### src/hdl/id_pkg.sv
// decode stage package: widths, opcodes, funct3 codes, alu op codes, instruction union
`default_nettype none

package id_pkg;

  localparam int INST_WD     = 32;
  localparam int REG_ADDR_WD = 5;
  localparam int ALU_OP_WD   = 4;

  localparam logic [6:0] OPC_OP     = 7'b0110011;
  localparam logic [6:0] OPC_OP_IMM = 7'b0010011;
  localparam logic [6:0] OPC_LOAD   = 7'b0000011;
  localparam logic [6:0] OPC_BRANCH = 7'b1100011;
  localparam logic [6:0] OPC_JAL    = 7'b1101111;

  // funct3, OP and OP-IMM
  localparam logic [2:0] F3_ADD  = 3'b000;
  localparam logic [2:0] F3_SLL  = 3'b001;
  localparam logic [2:0] F3_SLT  = 3'b010;
  localparam logic [2:0] F3_SLTU = 3'b011;
  localparam logic [2:0] F3_XOR  = 3'b100;
  localparam logic [2:0] F3_SR   = 3'b101; // srl / sra
  localparam logic [2:0] F3_OR   = 3'b110;
  localparam logic [2:0] F3_AND  = 3'b111;

  // funct3, BRANCH
  localparam logic [2:0] F3_BEQ  = 3'b000;
  localparam logic [2:0] F3_BNE  = 3'b001;
  localparam logic [2:0] F3_BLT  = 3'b100;
  localparam logic [2:0] F3_BGE  = 3'b101;
  localparam logic [2:0] F3_BLTU = 3'b110;
  localparam logic [2:0] F3_BGEU = 3'b111;

  localparam logic [ALU_OP_WD-1:0] ALU_ADD  = 4'd0;
  localparam logic [ALU_OP_WD-1:0] ALU_SUB  = 4'd1;
  localparam logic [ALU_OP_WD-1:0] ALU_AND  = 4'd2;
  localparam logic [ALU_OP_WD-1:0] ALU_OR   = 4'd3;
  localparam logic [ALU_OP_WD-1:0] ALU_XOR  = 4'd4;
  localparam logic [ALU_OP_WD-1:0] ALU_SLT  = 4'd5;
  localparam logic [ALU_OP_WD-1:0] ALU_SLTU = 4'd6;
  localparam logic [ALU_OP_WD-1:0] ALU_SLL  = 4'd7;
  localparam logic [ALU_OP_WD-1:0] ALU_SRL  = 4'd8;
  localparam logic [ALU_OP_WD-1:0] ALU_SRA  = 4'd9;

  localparam logic [INST_WD-1:0] NOP_INST = 32'h0000_0013; // addi x0, x0, 0

  typedef union packed {
    struct packed {
      logic [6:0]             funct7;
      logic [REG_ADDR_WD-1:0] rs2;
      logic [REG_ADDR_WD-1:0] rs1;
      logic [2:0]             funct3;
      logic [REG_ADDR_WD-1:0] rd;
      logic [6:0]             opcode;
    } r;
    struct packed {
      logic [11:0]            imm12;
      logic [REG_ADDR_WD-1:0] rs1;
      logic [2:0]             funct3;
      logic [REG_ADDR_WD-1:0] rd;
      logic [6:0]             opcode;
    } i;
    struct packed {
      logic [6:0]             imm_hi; // inst[31:25]
      logic [REG_ADDR_WD-1:0] rs2;
      logic [REG_ADDR_WD-1:0] rs1;
      logic [2:0]             funct3;
      logic [4:0]             imm_lo; // inst[11:7]
      logic [6:0]             opcode;
    } b;
  } inst_u;

endpackage

`default_nettype wire

### src/hdl/fwd_if.sv
// bypass bundle from execute, memory and write-back with forwarding and hazard modports
`timescale 1ns/1ns
`default_nettype none

interface fwd_if #(
  parameter int XLEN = 64
);
  import id_pkg::*;

  logic [REG_ADDR_WD-1:0] es_rd;
  logic [XLEN-1:0]        es_result;
  logic                   es_load;    // es result not ready yet
  logic [REG_ADDR_WD-1:0] ms_rd;
  logic [XLEN-1:0]        ms_result;
  logic [REG_ADDR_WD-1:0] ws_rd;
  logic [XLEN-1:0]        ws_result;

  modport fwd_sink (
    input es_rd, es_result, ms_rd, ms_result, ws_rd, ws_result
  );

  modport hazard_sink (
    input es_rd, es_load
  );

endinterface

`default_nettype wire

### src/hdl/id_pipe_reg.sv
// decode stage valid bit, instruction and pc register, allowin, load-use stall, squash
`timescale 1ns/1ns
`default_nettype none

module id_pipe_reg #(
  parameter int XLEN = 64
) (
  input  logic                           i_clk,
  input  logic                           i_rst,
  input  logic                           i_fs_valid,
  input  logic [id_pkg::INST_WD-1:0]     i_fs_inst,
  input  logic [XLEN-1:0]                i_fs_pc,
  input  logic                           i_es_allowin,
  input  logic [id_pkg::REG_ADDR_WD-1:0] i_rs1,
  input  logic [id_pkg::REG_ADDR_WD-1:0] i_rs2,
  input  logic                           i_br_taken,
  fwd_if.hazard_sink                     hz,
  output logic                           o_ds_allowin,
  output logic                           o_ds_to_es_valid,
  output logic                           o_fire,
  output id_pkg::inst_u                  o_inst,
  output logic [XLEN-1:0]                o_pc
);
  import id_pkg::*;

  logic ds_valid;
  logic load_stall;

  // load in execute whose rd we read, x0 excluded
  assign load_stall = hz.es_load && (hz.es_rd != '0) &&
                      ((hz.es_rd == i_rs1) || (hz.es_rd == i_rs2));

  assign o_ds_to_es_valid = ds_valid && !load_stall;
  assign o_fire           = o_ds_to_es_valid && i_es_allowin;
  assign o_ds_allowin     = !ds_valid || o_fire;

  always_ff @(posedge i_clk) begin
    if (i_rst) begin
      ds_valid <= 1'b0;
    end else if (o_ds_allowin) begin
      ds_valid <= i_fs_valid && !i_br_taken;  // drop the slot behind a taken branch
    end
  end

  // nop keeps the decoded controls quiet while empty or squashed
  always_ff @(posedge i_clk) begin
    if (i_rst) begin
      o_inst <= NOP_INST;
    end else if (i_fs_valid && o_ds_allowin) begin
      o_inst <= i_br_taken ? NOP_INST : i_fs_inst;
    end
  end

  always_ff @(posedge i_clk) begin
    if (i_fs_valid && o_ds_allowin) begin
      o_pc <= i_fs_pc;
    end
  end

endmodule

`default_nettype wire

### src/flat_wrapper.sv
// flat-port wrapper written by rule: the top's interface ports become plain ports
module id_pipe_reg_flat import id_pkg::*;
#(
  parameter int XLEN = 64
)
  (i_clk, i_rst, i_fs_valid, i_fs_inst, i_fs_pc, i_es_allowin, i_rs1, i_rs2, i_br_taken, o_ds_allowin, o_ds_to_es_valid, o_fire, o_inst, o_pc, hz_es_rd, hz_es_load);
  fwd_if #(.XLEN(XLEN)) hz_i ();
  input  logic i_clk;
  input  logic i_rst;
  input  logic i_fs_valid;
  input  logic [id_pkg::INST_WD-1:0] i_fs_inst;
  input  logic [XLEN-1:0] i_fs_pc;
  input  logic i_es_allowin;
  input  logic [id_pkg::REG_ADDR_WD-1:0] i_rs1;
  input  logic [id_pkg::REG_ADDR_WD-1:0] i_rs2;
  input  logic i_br_taken;
  output logic o_ds_allowin;
  output logic o_ds_to_es_valid;
  output logic o_fire;
  output id_pkg::inst_u o_inst;
  output logic [XLEN-1:0] o_pc;
  input wire logic [$bits(hz_i.es_rd)-1:0] hz_es_rd;
  input wire logic [$bits(hz_i.es_load)-1:0] hz_es_load;
  assign hz_i.es_rd = hz_es_rd;
  assign hz_i.es_load = hz_es_load;
  id_pipe_reg #(.XLEN(XLEN)) u_core (.i_clk(i_clk), .i_rst(i_rst), .i_fs_valid(i_fs_valid), .i_fs_inst(i_fs_inst), .i_fs_pc(i_fs_pc), .i_es_allowin(i_es_allowin), .i_rs1(i_rs1), .i_rs2(i_rs2), .i_br_taken(i_br_taken), .hz(hz_i), .o_ds_allowin(o_ds_allowin), .o_ds_to_es_valid(o_ds_to_es_valid), .o_fire(o_fire), .o_inst(o_inst), .o_pc(o_pc));
endmodule
### config.mk
export PLATFORM = sky130hd
export DESIGN_NAME = id_pipe_reg_flat
export DESIGN_NICKNAME = d
export VERILOG_FILES = /design/src/hdl/id_pkg.sv /design/src/hdl/fwd_if.sv /design/src/hdl/id_pipe_reg.sv /design/src/flat_wrapper.sv
export SDC_FILE = /design/constraint.sdc
export NUM_CORES = 1
export LEC_CHECK = 0
export BUFFER_PORTS_ARGS = -buffer_cell sky130_fd_sc_hd__buf_4
export CORE_AREA = 10 10 104 106
export DETAILED_ROUTE_END_ITERATION = 8
export DIE_AREA = 0 0 114 116
export GPL_TIMING_DRIVEN = 0
export HOLD_SLACK_MARGIN = 0.03
export PLACE_DENSITY = 0.77
export SYNTH_ARGS = -nofsm -noshare
export SYNTH_HDL_FRONTEND = slang
export SYNTH_SLANG_ARGS = --single-unit
### constraint.sdc
create_clock -name i_clk -period 2.3 [get_ports i_clk]
set_input_delay 0.23 -clock i_clk [delete_from_list [all_inputs] [get_ports i_clk]]
set_output_delay 0.23 -clock i_clk [all_outputs]
set_load 0.02 [all_outputs]
# Yosys cells after proc, flatten, opt, wreduce, memory -nomap -nowiden
# Index checks and enable logic that the tools add are counted.
[word_totals]
elab_cells = 18
register_bits = 97
out_inout_bits = 99
in_bits = 117
[op_classes]
n_eq_ne = 2
reduce_logical = 12
muxes = 1
[op_table]
columns = ["op", "n"]
rows = [
  ["32-bit 2-to-1 mux", 1],
  ["5-bit equality test", 2],
  ["1-bit logical AND", 6],
  ["5-bit nonzero test", 1],
  ["1-bit zero test", 3],
  ["1-bit logical OR", 2],
]

# Longest topological paths before layout
# Gate-level depths: netlist (run 1).
[depth]
word_depth = 8
mapped_depth = 6
mapped_depth_nobuf = 5

# Worst setup path after synthesis (run 1)
# No wires, ideal clock.
[synth_timing]
path_kind = "input-to-reg"
start = "in hz_es_rd[0]"
end = "reg u_core.o_pc[0], enable pin"
n_path_buf = 1
path_stages = 4
setup_slack_ns = 0.256
t_required_ns = 1.943
setup_ns = 0.357
arrival_ns = 1.687
cell_sequence = "or4_1 -> o21a_1 -> a31oi_4 -> buf_8"
[synth_between]
elab_chain_cells = 8
elab_cells_between_ends = 11
classes_between = "2 x eq/ne; 9 x reduce/logical"
[synth_lines]
columns = ["item", "line_no", "source"]
rows = [
  ["start: declaration", "flat_wrapper.sv:22", "input wire logic [$bits(hz_i.es_rd)-1:0] hz_es_rd;"],
  ["5-bit equality test / 5-bit nonzero test (equally long branches)", "id_pipe_reg.sv:31, id_pipe_reg.sv:30", ""],
  ["1-bit logical OR / 1-bit logical AND (equally long branches)", "id_pipe_reg.sv:31, id_pipe_reg.sv:30", ""],
  ["1-bit logical AND *", "id_pipe_reg.sv:30", "assign load_stall = hz.es_load && (hz.es_rd != '0) &&"],
  ["1-bit zero test *", "id_pipe_reg.sv:33", "assign o_ds_to_es_valid = ds_valid && !load_stall;"],
  ["1-bit logical AND *", "id_pipe_reg.sv:33", ""],
  ["1-bit logical AND *", "id_pipe_reg.sv:34", "assign o_fire = o_ds_to_es_valid && i_es_allowin;"],
  ["1-bit logical OR *", "id_pipe_reg.sv:35", "assign o_ds_allowin = !ds_valid || o_fire;"],
  ["1-bit logical AND *", "id_pipe_reg.sv:55", "if (i_fs_valid && o_ds_allowin) begin"],
  ["end signal: assignment", "id_pipe_reg.sv:56", "o_pc <= i_fs_pc;"],
  ["end: declaration", "id_pipe_reg.sv:22", "output logic [XLEN-1:0] o_pc"],
]
# Every way passes the cells marked *; elsewhere a longest branch is shown, timed or not.
# A chain may end at the register's enable or synchronous reset.

# Worst setup path after layout (run 1)
[layout_timing]
start = "in hz_es_rd[0]"
end = "reg u_core.o_pc[24], enable pin"
# Same word-level chain as after synthesis.

==> impl_metrics.yaml, run 1 <==
placed_design:
  place_ws_ns: -0.07622
  dp_hpwl_um: 9683
  place_area_sq_um: 5385
  gp_congestion: 0.7620
  numPortBuffers: 214
yosys:
  synth_seq_cells: 97
  synthCells: 235
  synthesis.nets: 352
  synth_seq_area_share_pct: 70.88
  synth.distinct_cells: 21
  synth_warnings: 0
  synth_area_sq_um: 3643
  syn_avg_cell_area_sq_um: 15.50
drt:
  routed.top_layer: "met4"
  first_pass_iters: 4
  wl_met1_um: 4969
  drt-total-wl_um: 13730
  drtAntennaViolNets: 0
  avgRoutedWirePerCell_um: 22.12
  drt_iter0_drc: 147
  vias: 2957
  routed-wl-met3_um: 1513
  vias_per_cell: 4.762
  drc: 0
  route.met2.wl_um: 7092
sta:
  tns_ns: 0
  clock.fmax_ghz: 0.5031
  worst_hold_slack_ns: 0.04485
  tightest_slew_ns: 0.5360
  period_minus_slack_ns: 1.988
  timing.final.setup_violations: 0
  relSlewSlack_pct: 64.26
  fin_skew_ns: 0.01064
  finalCritPeriodShare_pct: 86.42
  report.final.hold_viol_count: 0
  timing.final.ws_setup_ns: 0.3122
  rsz0062_at_grt: "false"
  slew_violations: 0
die:
  die-area_sq_um: 13220
  rows: 34
  die_w_um: 114
  floorplan.initialDensity_pct: 41.98
  core_sq_um: 8678
  die_y_um: 116
  io_pins: 216
clock_tree:
  cts_tree: "built"
  clock_sinks: 97
  worstSkewPairLatency_ns: 0.35
  h-tree-depth: 3
  cts_made_buffers: 9
  path_clk_slew_ns: 0.10
  cts-root-buf: "clkbuf_8"
  cts_resized: 0
  clock_path_buffers: 2
  ctsHoldBuffers: 34
  postCtsSetupRepairBufs: 0
worst_setup_path:
  cp.arrival_ns: 1.99
  start_kind: "input pin"
  critPathSlowestCell: "or4_1"
  cpLargestDelayFamily: "buffers and inverters"
  cp_max_fo: 73
  crit_buf_inv: 2
  startpoint: "hz_es_rd[0]"
  crit_chain: "buf_4 > or4_1 > o21a_1 > a31oi_4 > buf_8"
  slowest_delay_ns: 0.52
  timing.rr.start: "u_core.ds_valid"
  critPathRequiredTime_ns: 2.30
  endpoint_kind: "flop"
  critical_path_class: "in -> reg"
cells_and_area:
  area_growth_pct: 66.07
  num_antenna_cells: 0
  design_area_sq_um: 6051
  fin_nets: 625
  fill_cells: 595
  post_route_cells_drive_above_1_share_pct: 51.07
  seqCellArea_sq_um: 2582
  multi_input_area_sq_um: 970.9
grt:
  gr-total-overflow: 0
  grt_pass1_vias: 3105
  grt_usage_pct: 18.88
  grt_start_max_net_pins: 74
  antenna_found_initial: 0
  grt_pass1_wl_um: 19000
min_path:
  worstHoldStart: "i_fs_pc[1]"
  hold_class: "in -> reg"
power:
  leakagePower_uw: 0.002606
  powerDensity_nw_per_um2: 626.4
  swShare_pct: 27.35
  p_switching_uw: 1037
  power_frac_comb_pct: 18.6
  p_clk_share_pct: 28.5
  seq_power_share_pct: 52.9
  fin_total_pwr_uw: 3790
  internal_power_uw: 2754
  ir_drop_mv: 0.2975
outcome:
  status: "complete, no violations"
job:
  cap_violations: 0
per-stage QoR:
step,std cells,utilization (%)
2_1_floorplan,235,-
3_3_place_gp,557,62.05
3_5_place_dp,557,62.05
4_1_cts,607,68.11
5_1_grt,621,69.72
6_report,621,69.72
power by group through the flow:
stage               sequential, uW  clock (uW)  combinational [uW]
floorplan                     2160           0                 156
global placement              2030           0                 615
detailed placement            2040           0                 629
CTS                           2000        1080                 681
global route                  2010        1170                 747
finish                        2010        1080                 703
per-layer routing:
layer / vias up / track usage (%)
li1: 1389 / -
met5: - / 0
met1: 1389 / 20.84
met3: 13 / 8.372
met2: 166 / 32.65
met4: 0 / 4.678
kinds of logic (layout without fill, tap and decap cells):
| logic type | Yosys count | after routing | share of synthesized area (%) |
|---|---|---|---|
| xor+xnor | 10 | 10 | 2.404 |
| compound gates | 7 | 7 | 1.580 |
| simple gates | 74 | 74 | 13.87 |
| mux | 32 | 32 | 8.791 |
| buf+inv | 15 | 293 | 2.473 |
| flops | 97 | 97 | 70.88 |
cell usage in the layout (no fill, tap or decap), drive strengths merged:
cell type / count
nand2b: 29
nand2: 4
or4: 1
o21ai: 2
xnor2: 10
dlygate4sd3: 48
clkbuf: 19
a31oi: 1
and2: 1
buf: 217
a21oi: 1
clkinv: 3
or3b: 28
nor2: 5
nand3: 2
o21a: 1
o31ai: 1
mux2i: 32
dfxtp: 33
o22ai: 1
edfxtp: 64
nor3: 4
inv: 6
cell type report:
class | count | share of cell area (%)
clock buffer | 9 | 2.047
timing repair buffer | 262 | 34.49
inverter | 2 | 0.1241
sequential | 97 | 42.68
multi-input combinational | 123 | 16.05
tap | 108 | 2.233
buffer | 13 | 1.365
clock inverter | 7 | 1.013
final timing paths:
check,end,slack (ns),cells after the start
hold reg to reg,u_core.o_inst[25],0.48,2
setup / recovery,u_core.o_pc[24],0.31,5
setup reg to reg,u_core.o_pc[24],0.43,4
hold / removal,u_core.o_pc[1],0.04,1
synthesized netlist by cell type:
master    number  share of area, %
clkbuf_1      10               1.0
nand2b_1      29               5.0
inv_1          2              0.21
mux2i_1       32               8.8
nand3_1        2              0.27
edfxtp_1      64                53
dfxtp_1       33                18
o22ai_1        1              0.17
or4_1          1              0.21
nor2_1         5              0.52
o21a_1         1              0.21
o21ai_0        2              0.27
and2_2         1              0.21
a21oi_1        1              0.14
xnor2_1       10               2.4
a31oi_4        1              0.58
or3b_2        28               6.7
o31ai_1        1              0.21
nand2_1        4              0.41
nor3_1         4              0.55
buf_8          3               1.2
registers in the layout, summed over array words and instances (netlist names):
register         count
u_core.o_pc         64
u_core.o_inst       32
u_core.ds_valid      1
worst register-to-register path, cell delays in order, from the launching register on:
cell	delay, ns
dfxtp_1	0.36
inv_1	0.12
o21ai_0	0.15
a31oi_4	0.37
buf_8	0.50
Power figures use the tool's default switching activity.
==> run 2, diff against run 1 <==
--- a/config.mk
+++ b/config.mk
@@ -5,11 +5,11 @@
 export SDC_FILE = /design/constraint.sdc
 export NUM_CORES = 1
 export LEC_CHECK = 0
-export BUFFER_PORTS_ARGS = -buffer_cell sky130_fd_sc_hd__buf_4
+export BUFFER_PORTS_ARGS = -buffer_cell sky130_fd_sc_hd__buf_2
 export CORE_AREA = 10 10 104 106
 export DETAILED_ROUTE_END_ITERATION = 8
 export DIE_AREA = 0 0 114 116
-export GPL_TIMING_DRIVEN = 0
+export GPL_TIMING_DRIVEN = 1
 export HOLD_SLACK_MARGIN = 0.03
 export PLACE_DENSITY = 0.77
 export SYNTH_ARGS = -nofsm -noshare
==> run 2 against run 1 <==
Fmax rose by 7.4%; critical endpoint is now o_ds_allowin; global-route usage fell by 2.8 points; wire length fell by 17%; largest cell class unchanged; count of clock-buffer cells in the layout rose by 1; utilization fell by 10 points.
==> impl_metrics.yaml, run 2 (synthesis gave the netlist of run 1 again) <==
outcome:
  status: "complete, no violations"
worst_setup_path:
  cp.arrival_ns: 1.62
  cpMostUsedCell: "buf_2"
  cp_max_fo: 3
  endpoint_kind: "output port"
  crit_chain: "buf_2 > or4_1 > o21a_1 > and2_2 > o21ai_0 > buf_2"
  critical_path_class: "in -> out"
  start_kind: "input pin"
  critPathRequiredTime_ns: 2.07
  slowest_delay_ns: 0.52
  critPathSlowestCell: "or4_1"
  crit_buf_inv: 2
  cpLargestDelayFamily: "simple AND/OR/NAND/NOR gates"
drt:
  drt-total-wl_um: 11370
  drc: 0
  vias: 2740
  drtAntennaViolNets: 0
  first_pass_iters: 4
  drt_iter0_drc: 132
  vias_per_cell: 4.740
  avgRoutedWirePerCell_um: 19.66
die:
  die_y_um: 116
  core_sq_um: 8678
  io_pins: 216
  die-area_sq_um: 13220
  rows: 34
  floorplan.initialDensity_pct: 41.98
  die_w_um: 114
cells_and_area:
  fill_cells: 706
  post_route_cells_drive_above_1_share_pct: 55.86
  largest_register_ffs: 64
  top_regs: "u_core.o_pc (64), u_core.o_inst (32), u_core.ds_valid (1)"
  layout_commonest_cell: "buf_2"
  regMostFlops: "u_core.o_pc"
  fin_nets: 581
  area_growth_pct: 41.21
  design_area_sq_um: 5145
  layout.cells.most_common_list: "215 x buf_2, 64 x edfxtp_1, 33 x dfxtp_1, 32 x mux2i_1, 29 x nand2b_1"
sta:
  worst_hold_slack_ns: 0.05408
  fin_skew_ns: 0.006254
  clock.fmax_ghz: 0.5403
  finalCritPeriodShare_pct: 80.47
  period_minus_slack_ns: 1.851
  timing.final.ws_setup_ns: 0.4493
  report.final.hold_viol_count: 0
  timing.final.setup_violations: 0
  relSlewSlack_pct: 45.50
  tns_ns: 0
  rsz0062_at_grt: "false"
  slew_violations: 0
  tightest_slew_ns: 0.8175
grt:
  grt_start_max_net_pins: 77
  grt_pass1_wl_um: 16500
  grt_pass1_vias: 2960
  antenna_found_initial: 0
  grt_usage_pct: 16.04
  gr-total-overflow: 0
clock_tree:
  postCtsSetupRepairBufs: 0
  h-tree-depth: 3
  cts_made_buffers: 9
  cts_resized: 0
  clock_sinks: 97
  path_clk_slew_ns: 0.10
  worstSkewPairLatency_ns: 0.35
  clock_path_buffers: 2
  cts-root-buf: "clkbuf_8"
  cts_tree: "built"
job:
  cap_violations: 0
placed_design:
  place_area_sq_um: 4800
  place_ws_ns: 0.2210
  numPortBuffers: 215
  gp_congestion: 0.7891
  dp_hpwl_um: 8804
power:
  powerDensity_nw_per_um2: 708.3
  fin_total_pwr_uw: 3644
  ir_drop_mv: 0.2953
  leakagePower_uw: 0.002288
min_path:
  hold_class: "in -> reg"
run 2: cell count changes in the layout (fill, tap and decap cells not counted), moves of 3 or more:
cell,change
dlygate4sd3_1,-34
buf_8,-3
buf_2,+215
buf_4,-213
clkbuf_1,-9
run 2: final timing paths:
check	start	to	slack, ns	cells after the start
setup / recovery	hz_es_rd[0]	o_ds_allowin	0.45	6
hold / removal	i_fs_pc[37]	u_core.o_pc[37]	0.05	1
setup reg to reg	u_core.ds_valid	u_core.o_pc[40]	0.71	4
hold reg to reg	u_core.o_inst[5]	u_core.o_inst[5]	0.48	2
run 2: per-layer routing:
metal  GRT usage, %  share of wire [%]
met5              0                  0
met4          5.263                1.5
met3          6.202                 10
met2          28.21                 50
met1          17.38                 38
run 2: per-stage QoR:
stage | instances | util (%)
finish | 578 | 59.28
global route | 577 | 59.26
CTS | 575 | 59.03
detailed placement | 547 | 55.31
global placement | 547 | 55.31
floorplan | 235 | -
run 2: cell type report:
| class | count | area, sq um | share of cell area [%] |
|---|---|---|---|
| Multi-Input combinational cell | 123 | 970.9 | 18.87 |
| Tap cell | 108 | 135.1 | 2.626 |
| Clock buffer | 10 | 127.6 | 2.481 |
| Antenna cell | 1 | 2.502 | 0.04864 |
| Inverter | 2 | 7.507 | 0.1459 |
| Timing Repair Buffer | 231 | 1244 | 24.17 |
| Sequential cell | 97 | 2582 | 50.19 |
| Clock inverter | 6 | 75.07 | 1.459 |
run 2: where the power goes:
| part | leakage [uW] | internal, uW | switching (uW) |
|---|---|---|---|
| Combinational | 0.00130 | 222 | 302 |
| Sequential | 0.000891 | 1960 | 31.0 |
| Clock | 0.0000990 | 519 | 606 |
run 2: repair_timing:
item	4_1_cts	5_1_grt
hold buffers	12	2
endpoints found under the setup margin	0	0
endpoints found under the hold margin	12	2
