## config.mk

```make
export PLATFORM = sky130hd
export DESIGN_NAME = operand_forward_flat
export DESIGN_NICKNAME = d
export VERILOG_FILES = /design/src/hdl/id_pkg.sv /design/src/hdl/fwd_if.sv /design/src/hdl/operand_forward.sv /design/src/flat_wrapper.sv
export SDC_FILE = /design/constraint.sdc
export NUM_CORES = 1
export LEC_CHECK = 0
export BUFFER_PORTS_ARGS = -buffer_cell sky130_fd_sc_hd__buf_2
export CORE_AREA = 2 2 184 186
export DETAILED_ROUTE_END_ITERATION = 7
export DIE_AREA = 0 0 186 188
export PLACE_DENSITY = 0.41
export SYNTH_ARGS = -nofsm -noshare
export SYNTH_HDL_FRONTEND = slang
export SYNTH_SLANG_ARGS = --single-unit
```

## constraint.sdc

```tcl
create_clock -name vclk -period 1.66
set_clock_uncertainty 0.2 [all_clocks]
set_input_delay 0.083 -clock vclk [all_inputs]
set_output_delay 0.083 -clock vclk [all_outputs]
set_load 0.03 [all_outputs]
```

## src/hdl/id_pkg.sv

```systemverilog
// decode stage package: widths, opcodes, funct3 codes, alu op codes, instruction union
`default_nettype none

package id_pkg;

  localparam int INST_WD     = 32;
  localparam int REG_ADDR_WD = 5;
  localparam int ALU_OP_WD   = 4;

  localparam logic [6:0] OPC_OP     = 7'b0110011;
  localparam logic [6:0] OPC_OP_IMM = 7'b0010011;
  localparam logic [6:0] OPC_LOAD   = 7'b0000011;
  localparam logic [6:0] OPC_BRANCH = 7'b1100011;
  localparam logic [6:0] OPC_JAL    = 7'b1101111;

  // funct3, OP and OP-IMM
  localparam logic [2:0] F3_ADD  = 3'b000;
  localparam logic [2:0] F3_SLL  = 3'b001;
  localparam logic [2:0] F3_SLT  = 3'b010;
  localparam logic [2:0] F3_SLTU = 3'b011;
  localparam logic [2:0] F3_XOR  = 3'b100;
  localparam logic [2:0] F3_SR   = 3'b101; // srl / sra
  localparam logic [2:0] F3_OR   = 3'b110;
  localparam logic [2:0] F3_AND  = 3'b111;

  // funct3, BRANCH
  localparam logic [2:0] F3_BEQ  = 3'b000;
  localparam logic [2:0] F3_BNE  = 3'b001;
  localparam logic [2:0] F3_BLT  = 3'b100;
  localparam logic [2:0] F3_BGE  = 3'b101;
  localparam logic [2:0] F3_BLTU = 3'b110;
  localparam logic [2:0] F3_BGEU = 3'b111;

  localparam logic [ALU_OP_WD-1:0] ALU_ADD  = 4'd0;
  localparam logic [ALU_OP_WD-1:0] ALU_SUB  = 4'd1;
  localparam logic [ALU_OP_WD-1:0] ALU_AND  = 4'd2;
  localparam logic [ALU_OP_WD-1:0] ALU_OR   = 4'd3;
  localparam logic [ALU_OP_WD-1:0] ALU_XOR  = 4'd4;
  localparam logic [ALU_OP_WD-1:0] ALU_SLT  = 4'd5;
  localparam logic [ALU_OP_WD-1:0] ALU_SLTU = 4'd6;
  localparam logic [ALU_OP_WD-1:0] ALU_SLL  = 4'd7;
  localparam logic [ALU_OP_WD-1:0] ALU_SRL  = 4'd8;
  localparam logic [ALU_OP_WD-1:0] ALU_SRA  = 4'd9;

  localparam logic [INST_WD-1:0] NOP_INST = 32'h0000_0013; // addi x0, x0, 0

  typedef union packed {
    struct packed {
      logic [6:0]             funct7;
      logic [REG_ADDR_WD-1:0] rs2;
      logic [REG_ADDR_WD-1:0] rs1;
      logic [2:0]             funct3;
      logic [REG_ADDR_WD-1:0] rd;
      logic [6:0]             opcode;
    } r;
    struct packed {
      logic [11:0]            imm12;
      logic [REG_ADDR_WD-1:0] rs1;
      logic [2:0]             funct3;
      logic [REG_ADDR_WD-1:0] rd;
      logic [6:0]             opcode;
    } i;
    struct packed {
      logic [6:0]             imm_hi; // inst[31:25]
      logic [REG_ADDR_WD-1:0] rs2;
      logic [REG_ADDR_WD-1:0] rs1;
      logic [2:0]             funct3;
      logic [4:0]             imm_lo; // inst[11:7]
      logic [6:0]             opcode;
    } b;
  } inst_u;

endpackage

`default_nettype wire

```

## src/hdl/fwd_if.sv

```systemverilog
// bypass bundle from execute, memory and write-back with forwarding and hazard modports
`timescale 1ns/1ns
`default_nettype none

interface fwd_if #(
  parameter int XLEN = 64
);
  import id_pkg::*;

  logic [REG_ADDR_WD-1:0] es_rd;
  logic [XLEN-1:0]        es_result;
  logic                   es_load;    // es result not ready yet
  logic [REG_ADDR_WD-1:0] ms_rd;
  logic [XLEN-1:0]        ms_result;
  logic [REG_ADDR_WD-1:0] ws_rd;
  logic [XLEN-1:0]        ws_result;

  modport fwd_sink (
    input es_rd, es_result, ms_rd, ms_result, ws_rd, ws_result
  );

  modport hazard_sink (
    input es_rd, es_load
  );

endinterface

`default_nettype wire

```

## src/hdl/operand_forward.sv

```systemverilog
// source operand select: execute, memory, write-back bypass, then register file
`timescale 1ns/1ns
`default_nettype none

module operand_forward #(
  parameter int XLEN = 64
) (
  input  logic [id_pkg::REG_ADDR_WD-1:0] i_rs1,
  input  logic [id_pkg::REG_ADDR_WD-1:0] i_rs2,
  input  logic [XLEN-1:0]                i_rf_data1,
  input  logic [XLEN-1:0]                i_rf_data2,
  fwd_if.fwd_sink                        fwd,
  output logic [XLEN-1:0]                o_rs1_data,
  output logic [XLEN-1:0]                o_rs2_data
);
  import id_pkg::*;

  // rd of zero means the stage has nothing to offer
  function automatic logic hit(input logic [REG_ADDR_WD-1:0] idx,
                               input logic [REG_ADDR_WD-1:0] rd);
    return (rd != '0) && (rd == idx);
  endfunction

  always_comb begin
    if (hit(i_rs1, fwd.es_rd)) begin
      o_rs1_data = fwd.es_result;   // youngest first
    end else if (hit(i_rs1, fwd.ms_rd)) begin
      o_rs1_data = fwd.ms_result;
    end else if (hit(i_rs1, fwd.ws_rd)) begin
      o_rs1_data = fwd.ws_result;
    end else begin
      o_rs1_data = i_rf_data1;
    end
  end

  always_comb begin
    if (hit(i_rs2, fwd.es_rd)) begin
      o_rs2_data = fwd.es_result;
    end else if (hit(i_rs2, fwd.ms_rd)) begin
      o_rs2_data = fwd.ms_result;
    end else if (hit(i_rs2, fwd.ws_rd)) begin
      o_rs2_data = fwd.ws_result;
    end else begin
      o_rs2_data = i_rf_data2;
    end
  end

endmodule

`default_nettype wire

```

## src/flat_wrapper.sv

```systemverilog
// flat-port wrapper written by rule: the top's interface ports become plain ports
module operand_forward_flat import id_pkg::*;
#(
  parameter int XLEN = 64
)
  (i_rs1, i_rs2, i_rf_data1, i_rf_data2, o_rs1_data, o_rs2_data, fwd_es_rd, fwd_es_result, fwd_ms_rd, fwd_ms_result, fwd_ws_rd, fwd_ws_result);
  fwd_if #(.XLEN(XLEN)) fwd_i ();
  input  logic [id_pkg::REG_ADDR_WD-1:0] i_rs1;
  input  logic [id_pkg::REG_ADDR_WD-1:0] i_rs2;
  input  logic [XLEN-1:0] i_rf_data1;
  input  logic [XLEN-1:0] i_rf_data2;
  output logic [XLEN-1:0] o_rs1_data;
  output logic [XLEN-1:0] o_rs2_data;
  input wire logic [$bits(fwd_i.es_rd)-1:0] fwd_es_rd;
  input wire logic [$bits(fwd_i.es_result)-1:0] fwd_es_result;
  input wire logic [$bits(fwd_i.ms_rd)-1:0] fwd_ms_rd;
  input wire logic [$bits(fwd_i.ms_result)-1:0] fwd_ms_result;
  input wire logic [$bits(fwd_i.ws_rd)-1:0] fwd_ws_rd;
  input wire logic [$bits(fwd_i.ws_result)-1:0] fwd_ws_result;
  assign fwd_i.es_rd = fwd_es_rd;
  assign fwd_i.es_result = fwd_es_result;
  assign fwd_i.ms_rd = fwd_ms_rd;
  assign fwd_i.ms_result = fwd_ms_result;
  assign fwd_i.ws_rd = fwd_ws_rd;
  assign fwd_i.ws_result = fwd_ws_result;
  operand_forward #(.XLEN(XLEN)) u_core (.i_rs1(i_rs1), .i_rs2(i_rs2), .i_rf_data1(i_rf_data1), .i_rf_data2(i_rf_data2), .fwd(fwd_i), .o_rs1_data(o_rs1_data), .o_rs2_data(o_rs2_data));
endmodule
```

* Word level (Yosys, flattened, before mapping)
Cells that the tools add are included.
Storage, ports and cells: register bits 0, input bits 345, output and inout port bits 128, logic and storage cells 21
Operators by class: eq/ne operators 6, muxes and demuxes 6, reductions and logical operators 9
Operators by type and width (count):
- 64-bit two-way mux | 6
- 5-bit == test | 6
- 5-bit nonzero test | 3
- 1-bit logical AND | 6

* Depth between registers and ports, before layout
Gate-level depths: netlist of run 1.
word-level depth 5, gate-level depth with buffers 7, depth with buffers taken out 5

* Worst setup path before layout of run 1
No wires, ideal clock.
path kind input to output, start point input port fwd_ws_rd[3], end point output port o_rs2_data[10], arrival time 1.516 ns, required time 1.377 ns, slack -0.139 ns, stages on the path 6, buffers on the path 1, path through xor2_1 nor2_2 nand4_1 buf_2 o221a_1 o21ai_1
Between the ends: word-level cells in the longest chain between the ends 5, elaborated cells between the ends (all ways) 6, classes of those cells 1 x eq/ne; 3 x mux; 2 x reduce/logical
RTL lines:
- start, declared | RTL line flat_wrapper.sv:18 | input wire logic [$bits(fwd_i.ws_rd)-1:0] fwd_ws_rd;
- 5-bit == test / 5-bit nonzero test (equally long branches) | RTL line operand_forward.sv:21 | return (rd != '0) && (rd == idx);
- 1-bit logical AND * | RTL line operand_forward.sv:21
- 64-bit two-way mux * | RTL line operand_forward.sv:41 | end else if (hit(i_rs2, fwd.ws_rd)) begin
- 64-bit two-way mux * | RTL line operand_forward.sv:39 | end else if (hit(i_rs2, fwd.ms_rd)) begin
- 64-bit two-way mux * | RTL line operand_forward.sv:37 | if (hit(i_rs2, fwd.es_rd)) begin
- end, declared | RTL line flat_wrapper.sv:13 | output logic [XLEN-1:0] o_rs2_data;
Mark *: on every way between the ends. The rest lies on a longest branch, timed or not.

* Worst setup path after layout of run 1
start point input port fwd_ms_rd[4], end point output port o_rs1_data[47]
Between the ends: word-level cells in the longest chain between the ends 4, elaborated cells between the ends (all ways) 5, classes of those cells 1 x eq/ne; 2 x mux; 2 x reduce/logical
RTL lines:
- start, declared | RTL line flat_wrapper.sv:16 | input wire logic [$bits(fwd_i.ms_rd)-1:0] fwd_ms_rd;
- 5-bit == test / 5-bit nonzero test (equally long branches) | RTL line operand_forward.sv:21
- 1-bit logical AND * | RTL line operand_forward.sv:21
- 64-bit two-way mux * | RTL line operand_forward.sv:27 | end else if (hit(i_rs1, fwd.ms_rd)) begin
- 64-bit two-way mux * | RTL line operand_forward.sv:25 | if (hit(i_rs1, fwd.es_rd)) begin
- end, declared | RTL line flat_wrapper.sv:12 | output logic [XLEN-1:0] o_rs1_data;
Marked as above.

==> results.md, run 1 <==
Floorplanning:
- The top-level port count is approximately 470.
- The area of the core region is approximately 33000 µm².
- The site row count is 67.
- The overall die height is between 150 and 200 µm.
- The overall die width is between 150 and 200 µm.
- The die covers between 30000 and 40000 µm².
- Once the floorplan was initialized, standard cells occupied between 10% and 20% of the core.

Global routing:
- After global routing the overflow that remains totals 0.
- The initial antenna violation count is 1.
- The global-route usage over all layers is 19.3%.
- The first-pass GRT wire length is approximately 52000 µm.
- The via count of the first global-routing pass came to roughly 8.8k.
- Entering global routing, the biggest net connects 65 pins.

Detailed routing:
- In the final routed layout, each cell accounts on average for between 20 and 30 µm.
- Detailed routing inserted a total of around 9.0k vias.
- The final antenna-violating net count is 0.
- The pre-antenna-repair detailed-routing pass consisted of 5 iterations.
- After the first detailed-routing iteration, the DRC count stood at between 500 and 600.
- Wires add up to 45300 µm.
- The residual DRC count is 0.
- Dividing the detail-routed via count by the number of cells gives roughly 5.

Final layout:
- The post-layout utilization of the core is between 30% and 40%.
- The clock buffer count in the final layout is 0.
- The layout sequential cell count is 0.
- The finished cells cover 11800 µm².
- The repair_antennas step left the layout with diodes totalling 0.
- The sequential cell area is 0 µm².
- Once layout is complete, the cells apart from fillers number roughly 1.8k.
- The final layout contains 1707 nets.
- Of the cells placed in the final design, the portion with a size suffix greater than 1 is about three fifths.
- The area added between synthesis and finish is 144%.

Worst setup path:
- In this run the worst path has a maximum fanout of 5.
- The worst setup path category is in2out.
- At the worst endpoint, the required time is approximately 1.4 ns.
- The worst setup path is captured at an output pin.
- The type of element launching the critical path is a primary input.
- Data arrives at the worst endpoint at ~1.7 ns.

Synth:
- The biggest area consumer among synthesized cells is sky130_fd_sc_hd__o221a_1.
- A synthesized cell averages around 5.7 µm².
- Yosys attributes the largest share of cell area to sky130_fd_sc_hd__o221a_1, sky130_fd_sc_hd__nand2_1, sky130_fd_sc_hd__o21ai_1.
- The most common cell in the synthesized netlist is sky130_fd_sc_hd__nand2_1.
- Sequential cells were found to cover 0% of the synthesized design area.
- The number of warning messages in the yosys log is 0.
- The synthesized net count is about 1.2k.
- Ranked by instance count, the synthesized netlist is headed by sky130_fd_sc_hd__nand2_1, sky130_fd_sc_hd__o21ai_1, sky130_fd_sc_hd__inv_1, sky130_fd_sc_hd__o221a_1, sky130_fd_sc_hd__o21ai_0.
- The count of different cell masters after synthesis is 18.
- The share of the synthesized area in the top cell type is around 30%.
- The gate count after technology mapping is between 800 and 900.
- The mapped netlist covers about 4800 µm².

Timing:
- Headroom to the max-slew limit came out at 76.5%.
- The peak clock frequency supported by timing is 506 MHz.
- The time the worst path needs with I/O delays and setup is between 1.5 and 2 ns.
- The number of hold-slack violations in the final timing report is 0.
- The total setup violations reported at the end of the flow is 128.
- The final count of pins violating max slew is 0.
- The share of the cycle needed by the critical path after routing is 119%.
- The transition time of the tightest slew-check pin is about 0.35 ns.
- Across all setup checks in the final design, the least slack found is -0.315 ns.
- Setup repair after global routing could not meet its margin everywhere.

Pwr:
- The total power of the final layout is around 4.3 mW.
- For this design the ratio of total power to cell area is 361 nW/µm².
- For this design the static power due to leakage is approximately 5.6 nW.
- The maximum ir drop on the vdd rail is ~0.00018 V.

Placed design:
- The congestion estimate from routability-driven global placement came to 0.865.
- In this run the tool buffered the top-level ports with 473 buffer cells.
- The number of placed instances, taps included, is 1737.
- Once placement finished, the instance area stood at 8800 µm².
- The half-perimeter wire length after placement is 26200 µm.

Min path:
- The worst hold path was traced through 4 stages.
- The path type of the worst min-delay path is in2out.

Flow run:
- The count of maximum capacitance violations is 0.

Status:
- The flow ran to the end, but the final reports show violations.
- The final reports fail on setup timing.
==> layout by cell type (no fill, tap or decap) <==
| master | instances |
|---|---|
| sky130_fd_sc_hd__and4b_4 | 2 |
| sky130_fd_sc_hd__nor3_4 | 1 |
| sky130_fd_sc_hd__o21ai_4 | 58 |
| sky130_fd_sc_hd__nand2_1 | 181 |
| sky130_fd_sc_hd__xor2_1 | 12 |
| sky130_fd_sc_hd__buf_2 | 333 |
| sky130_fd_sc_hd__nor2_2 | 1 |
| sky130_fd_sc_hd__xor2_2 | 4 |
| sky130_fd_sc_hd__buf_4 | 45 |
| sky130_fd_sc_hd__nand2_2 | 15 |
| sky130_fd_sc_hd__nor3_1 | 2 |
| sky130_fd_sc_hd__nor3_2 | 4 |
| sky130_fd_sc_hd__o221a_1 | 97 |
| sky130_fd_sc_hd__xnor2_4 | 4 |
| sky130_fd_sc_hd__xnor2_1 | 6 |
| sky130_fd_sc_hd__nand2_4 | 1 |
| sky130_fd_sc_hd__xnor2_2 | 4 |
| sky130_fd_sc_hd__clkbuf_16 | 30 |
| sky130_fd_sc_hd__o21ai_1 | 74 |
| sky130_fd_sc_hd__clkbuf_4 | 7 |
| sky130_fd_sc_hd__nand4_1 | 6 |
| sky130_fd_sc_hd__and4_4 | 2 |
| sky130_fd_sc_hd__buf_8 | 17 |
| sky130_fd_sc_hd__nor2_1 | 4 |
| sky130_fd_sc_hd__o221a_4 | 31 |
| sky130_fd_sc_hd__buf_12 | 38 |
| sky130_fd_sc_hd__inv_1 | 128 |
| sky130_fd_sc_hd__buf_6 | 121 |
| sky130_fd_sc_hd__buf_16 | 8 |
| sky130_fd_sc_hd__o21ai_0 | 32 |
| sky130_fd_sc_hd__o21ai_2 | 92 |
==> final cells by class <==
type / count / area (µm²)
Multi-Input combinational cell: 633 / 5350
Inverter: 128 / 480
Fill cell: 3542 / 21300
Timing Repair Buffer: 599 / 5410
Tap cell: 448 / 561
==> what timing repair did <==
action,4_1_cts,5_1_grt
pin swaps,7,120
setup endpoints to repair,128,128
cloned,5,45
hold buffers,0,0
setup buffers,5,17
endpoints found under the hold margin,0,0
resized for setup,173,396
==> stage by stage <==
step	hold WS, ns	setup TNS [ns]	setup slack [ns]
3_5_place_dp	0.333	-44.14	-0.443
6_report	0.278	-29.73	-0.315
5_1_grt	0.296	-37.29	-0.366
2_1_floorplan	0.133	-0.00870	-0.00870
3_3_place_gp	0.335	-44.26	-0.429
4_1_cts	0.300	-32.59	-0.311
==> cell families (layout without fill, tap and decap cells) <==
kind of cell    after synthesis  count (layout)  share of synthesized area [%]
compound gates              384             384                           56.4
xor+xnor                     30              30                           5.44
buf+inv                     215             727                           20.0
simple gates                219             219                           18.1
==> critical path, cell delays in order <==
cell and delay (ns):
sky130_fd_sc_hd__buf_6 0.10, sky130_fd_sc_hd__xor2_1 0.15, sky130_fd_sc_hd__nor3_1 0.19, sky130_fd_sc_hd__nand4_1 0.14
sky130_fd_sc_hd__buf_6 0.18, sky130_fd_sc_hd__buf_12 0.15, sky130_fd_sc_hd__buf_16 0.14, sky130_fd_sc_hd__o221a_1 0.12
sky130_fd_sc_hd__o21ai_2 0.25, sky130_fd_sc_hd__buf_6 0.17
==> report_power, final <==
part | switching, mW | total, mW | internal, mW
clock | 0 | 0 | 0
combinational | 2.25 | 4.26 | 2.00
sequential | 0 | 0 | 0
total | 2.25 | 4.26 | 2.00
==> per-layer routing <==
layer  GRT usage [%]  vias to the layer above  share of wire [%]  routed length [µm]
met5               0                        -              0.027                  12
met2            35.8                      517                 48               21800
met3            2.29                       77                7.4                3350
li1                -                     4062                  -                   -
met4            5.51                        2                3.1                1380
met1            22.9                     4342                 41               18800
==> path summary, 6_finish.rpt <==
kind | from | endpoint | slack (ns)
worst max-delay path | fwd_ms_rd[4] | o_rs1_data[47] | -0.32
worst min-delay path | fwd_es_result[55] | o_rs1_data[55] | 0.28
Power figures use the tool's default switching activity.
==> run 2, diff against run 1 <==
- SETUP_SLACK_MARGIN: unset -> 0.5
==> run 2 against run 1 <==
  * The run still ends with setup timing left
  * Fmax down 0.38%
  * Sequential share of layout area is the same
  * Critical path depth stayed put
  * Largest power group unchanged
  * Die area unchanged
==> results.md, run 2 (synthesis gave the netlist of run 1 again) <==
Status:
- Outcome: finished with violations (unchanged).
- Failing checks: setup timing (unchanged).

Final layout:
- The final layout net count is 1714 (was 1707).
- The fraction of layout cells with a size suffix above 1 is 69.4% (was 60.1%).
- The layout sequential cell count was 0 (unchanged).
- Highest-count cells in the layout ignoring fill and taps: sky130_fd_sc_hd__buf_2, sky130_fd_sc_hd__nand2_1, sky130_fd_sc_hd__buf_6 (was sky130_fd_sc_hd__buf_2, sky130_fd_sc_hd__nand2_1, sky130_fd_sc_hd__inv_1).
- The sequential cell area is 0 µm² (unchanged).
- The clock buffer count in the final layout was 0 (unchanged).
- The final-layout fill cell count is 3438 (was 3542).
- The area occupied by multi-input gates is 6760 µm² (was 5350 µm²).
- The area added between synthesis and finish is 171% (was 144%).
- The most frequent standard cell in the layout excluding fill and tap cells is sky130_fd_sc_hd__buf_2 (unchanged).

Worst setup path:
- The type of element launching the critical path is a primary input (unchanged).
- Cell-by-cell trace of the critical path: buf_6 > xor2_1 > nor2_2 > nand4_1 > buf_6 > buf_12 > buf_8 > o221a_1 > o21ai_4 > buf_6 (was buf_6 > xor2_1 > nor3_1 > nand4_1 > buf_6 > buf_12 > buf_16 > o221a_1 > o21ai_2 > buf_6).
- The longest individual stage delay on the worst path is 0.29 ns (was 0.25 ns).
- The worst setup path category is in2out (unchanged).
- The critical path arrival is 1.70 ns (was 1.69 ns).
- The library cell contributing the largest single delay on the critical path is sky130_fd_sc_hd__o221a_1 (was sky130_fd_sc_hd__o21ai_2).
- The most common cell type on the critical path is sky130_fd_sc_hd__buf_6 (unchanged).
- The critical path capture point type is an output pin (unchanged).
- The data required time at the worst endpoint came to 1.38 ns (about the same).
- The peak fanout along the critical path is 8 (was 5).

Floorplanning:
- The overall die height came to 188 µm (unchanged).
- The site row count is 67 (unchanged).
- The overall die width is 186 µm (unchanged).
- The initial core utilization is 14.6% (unchanged).
- The area of the core region is 33100 µm² (unchanged).
- The top-level port count is 473 (unchanged).
- The die area came to 35000 µm² (unchanged).

Global routing:
- The global-route usage over all layers is 20.7% (was 19.3%).
- The via count of the first global-routing pass is 9154 (was 8849).
- The total grt overflow is 0 (unchanged).
- The first-pass GRT wire length is 55100 µm (was 52100 µm).
- The pin count of the biggest net entering global routing is 41 (was 65).
- The initial antenna violation count is 4 (was 1).

Detailed routing:
- The detailed-route via count is 8678 (was 9000).
- The final antenna-violating net count is 0 (unchanged).
- The iteration-0 DRC count of the detailed router was 234 (was 564).
- The mean routed wirelength per cell is 23.0 µm (was 25.0 µm).
- The via count normalized by instance count is 4.78 (was 4.98).
- The residual DRC count is 0 (unchanged).
- The wire length after detailed routing is 41700 µm (was 45300 µm).
- The iteration count of the initial detailed-routing pass was 4 (was 5).

Timing:
- The total setup violations reported at the end of the flow is 128 (unchanged).
- The time the worst path needs with I/O delays and setup is 1.98 ns (about the same).
- The final count of pins violating max slew came to 0 (unchanged).
- The final-layout worst hold slack is 0.300 ns (was 0.278 ns).
- The normalized max-slew margin came to 66.3% (was 76.5%).
- The setup slack after layout came to -0.323 ns (was -0.315 ns).
- The share of the cycle needed by the critical path after routing was 119% (about the same).
- The peak clock frequency supported by timing is 504 MHz (was 506 MHz).
- The number of hold-slack violations in the final timing report is 0 (unchanged).
- Setup repair after global routing missed its margin: true (unchanged).
- The transition time of the tightest slew-check pin came to 0.506 ns (was 0.352 ns).

Placed design:
- The count of port buffers added during placement is 473 (unchanged).
- The half-perimeter wire length after placement came to 27100 µm (was 26200 µm).
- The placer's final routability congestion estimate was 0.822 (was 0.865).

Min path:
- The path type of the worst min-delay path is in2out (unchanged).

Pwr:
- The leakage power total is 6.19 nW (was 5.64 nW).
- The power density of the placed cells is 360 nW/µm² (was 361 nW/µm²).
- The total power of the final layout is 4.72 mW (was 4.26 mW).
- The maximum ir drop on the vdd rail is 0.000163 V (was 0.000182 V).

Flow run:
- The count of maximum capacitance violations is 0 (unchanged).
[run 2: through the flow]
step / std cells / setup slack [ns] / TNS [ns] / utilization (%) / instance area (µm²)
2_1_floorplan: 848 / -0.0446 / -0.490 / - / 6300
3_3_place_gp: 1767 / -0.475 / -45.16 / 29.0 / 9590
3_5_place_dp: 1767 / -0.476 / -47.70 / 29.0 / 9590
4_1_cts: 1793 / -0.322 / -33.28 / 34.4 / 11400
5_1_grt: 1817 / -0.347 / -36.92 / 39.6 / 13100
6_report: 1817 / -0.323 / -32.42 / 39.6 / 13100
[run 2: where the power goes]
group          switching (mW)  internal (mW)    total, mW
registers                   0              0            0
clock network               0    0.000000161  0.000000161
logic                    2.43           2.29         4.72
total                    2.43           2.29         4.72
[run 2: final timing paths]
check                         start        endpoint  slack [ns]  cells after the start
setup / recovery           i_rs2[3]  o_rs2_data[33]       -0.32                     10
hold / removal    fwd_es_result[53]  o_rs2_data[53]        0.30                      4
[run 2: critical path: cells and delay by family]
family          cells  cell delay, ns
buf+inv             5            0.71
xor+xnor            1            0.16
compound gates      2            0.44
simple gates        2            0.28
[run 2: metal layers]
layer	GRT usage [%]	vias up	wire length, µm
li1	-	4072	-
met1	22.6	4181	16000
met2	40.8	366	22200
met3	3.40	55	2440
met4	4.24	4	983
met5	0	-	25
[run 2: timing repair]
action / in CTS / in global routing
cloned: 14 / 18
endpoints found under the setup margin: 128 / 128
pin swaps: 25 / 47
hold buffers: 0 / 0
gates resized for setup: 436 / 270
setup buffers: 12 / 4
[run 2: area by class of cell]
cell class | instances | share of cell area [%]
inverter | 128 | 3.67
antenna | 2 | 0.0382
multi-input combinational | 633 | 51.6
timing repair buffer | 606 | 40.4
tap | 448 | 4.28
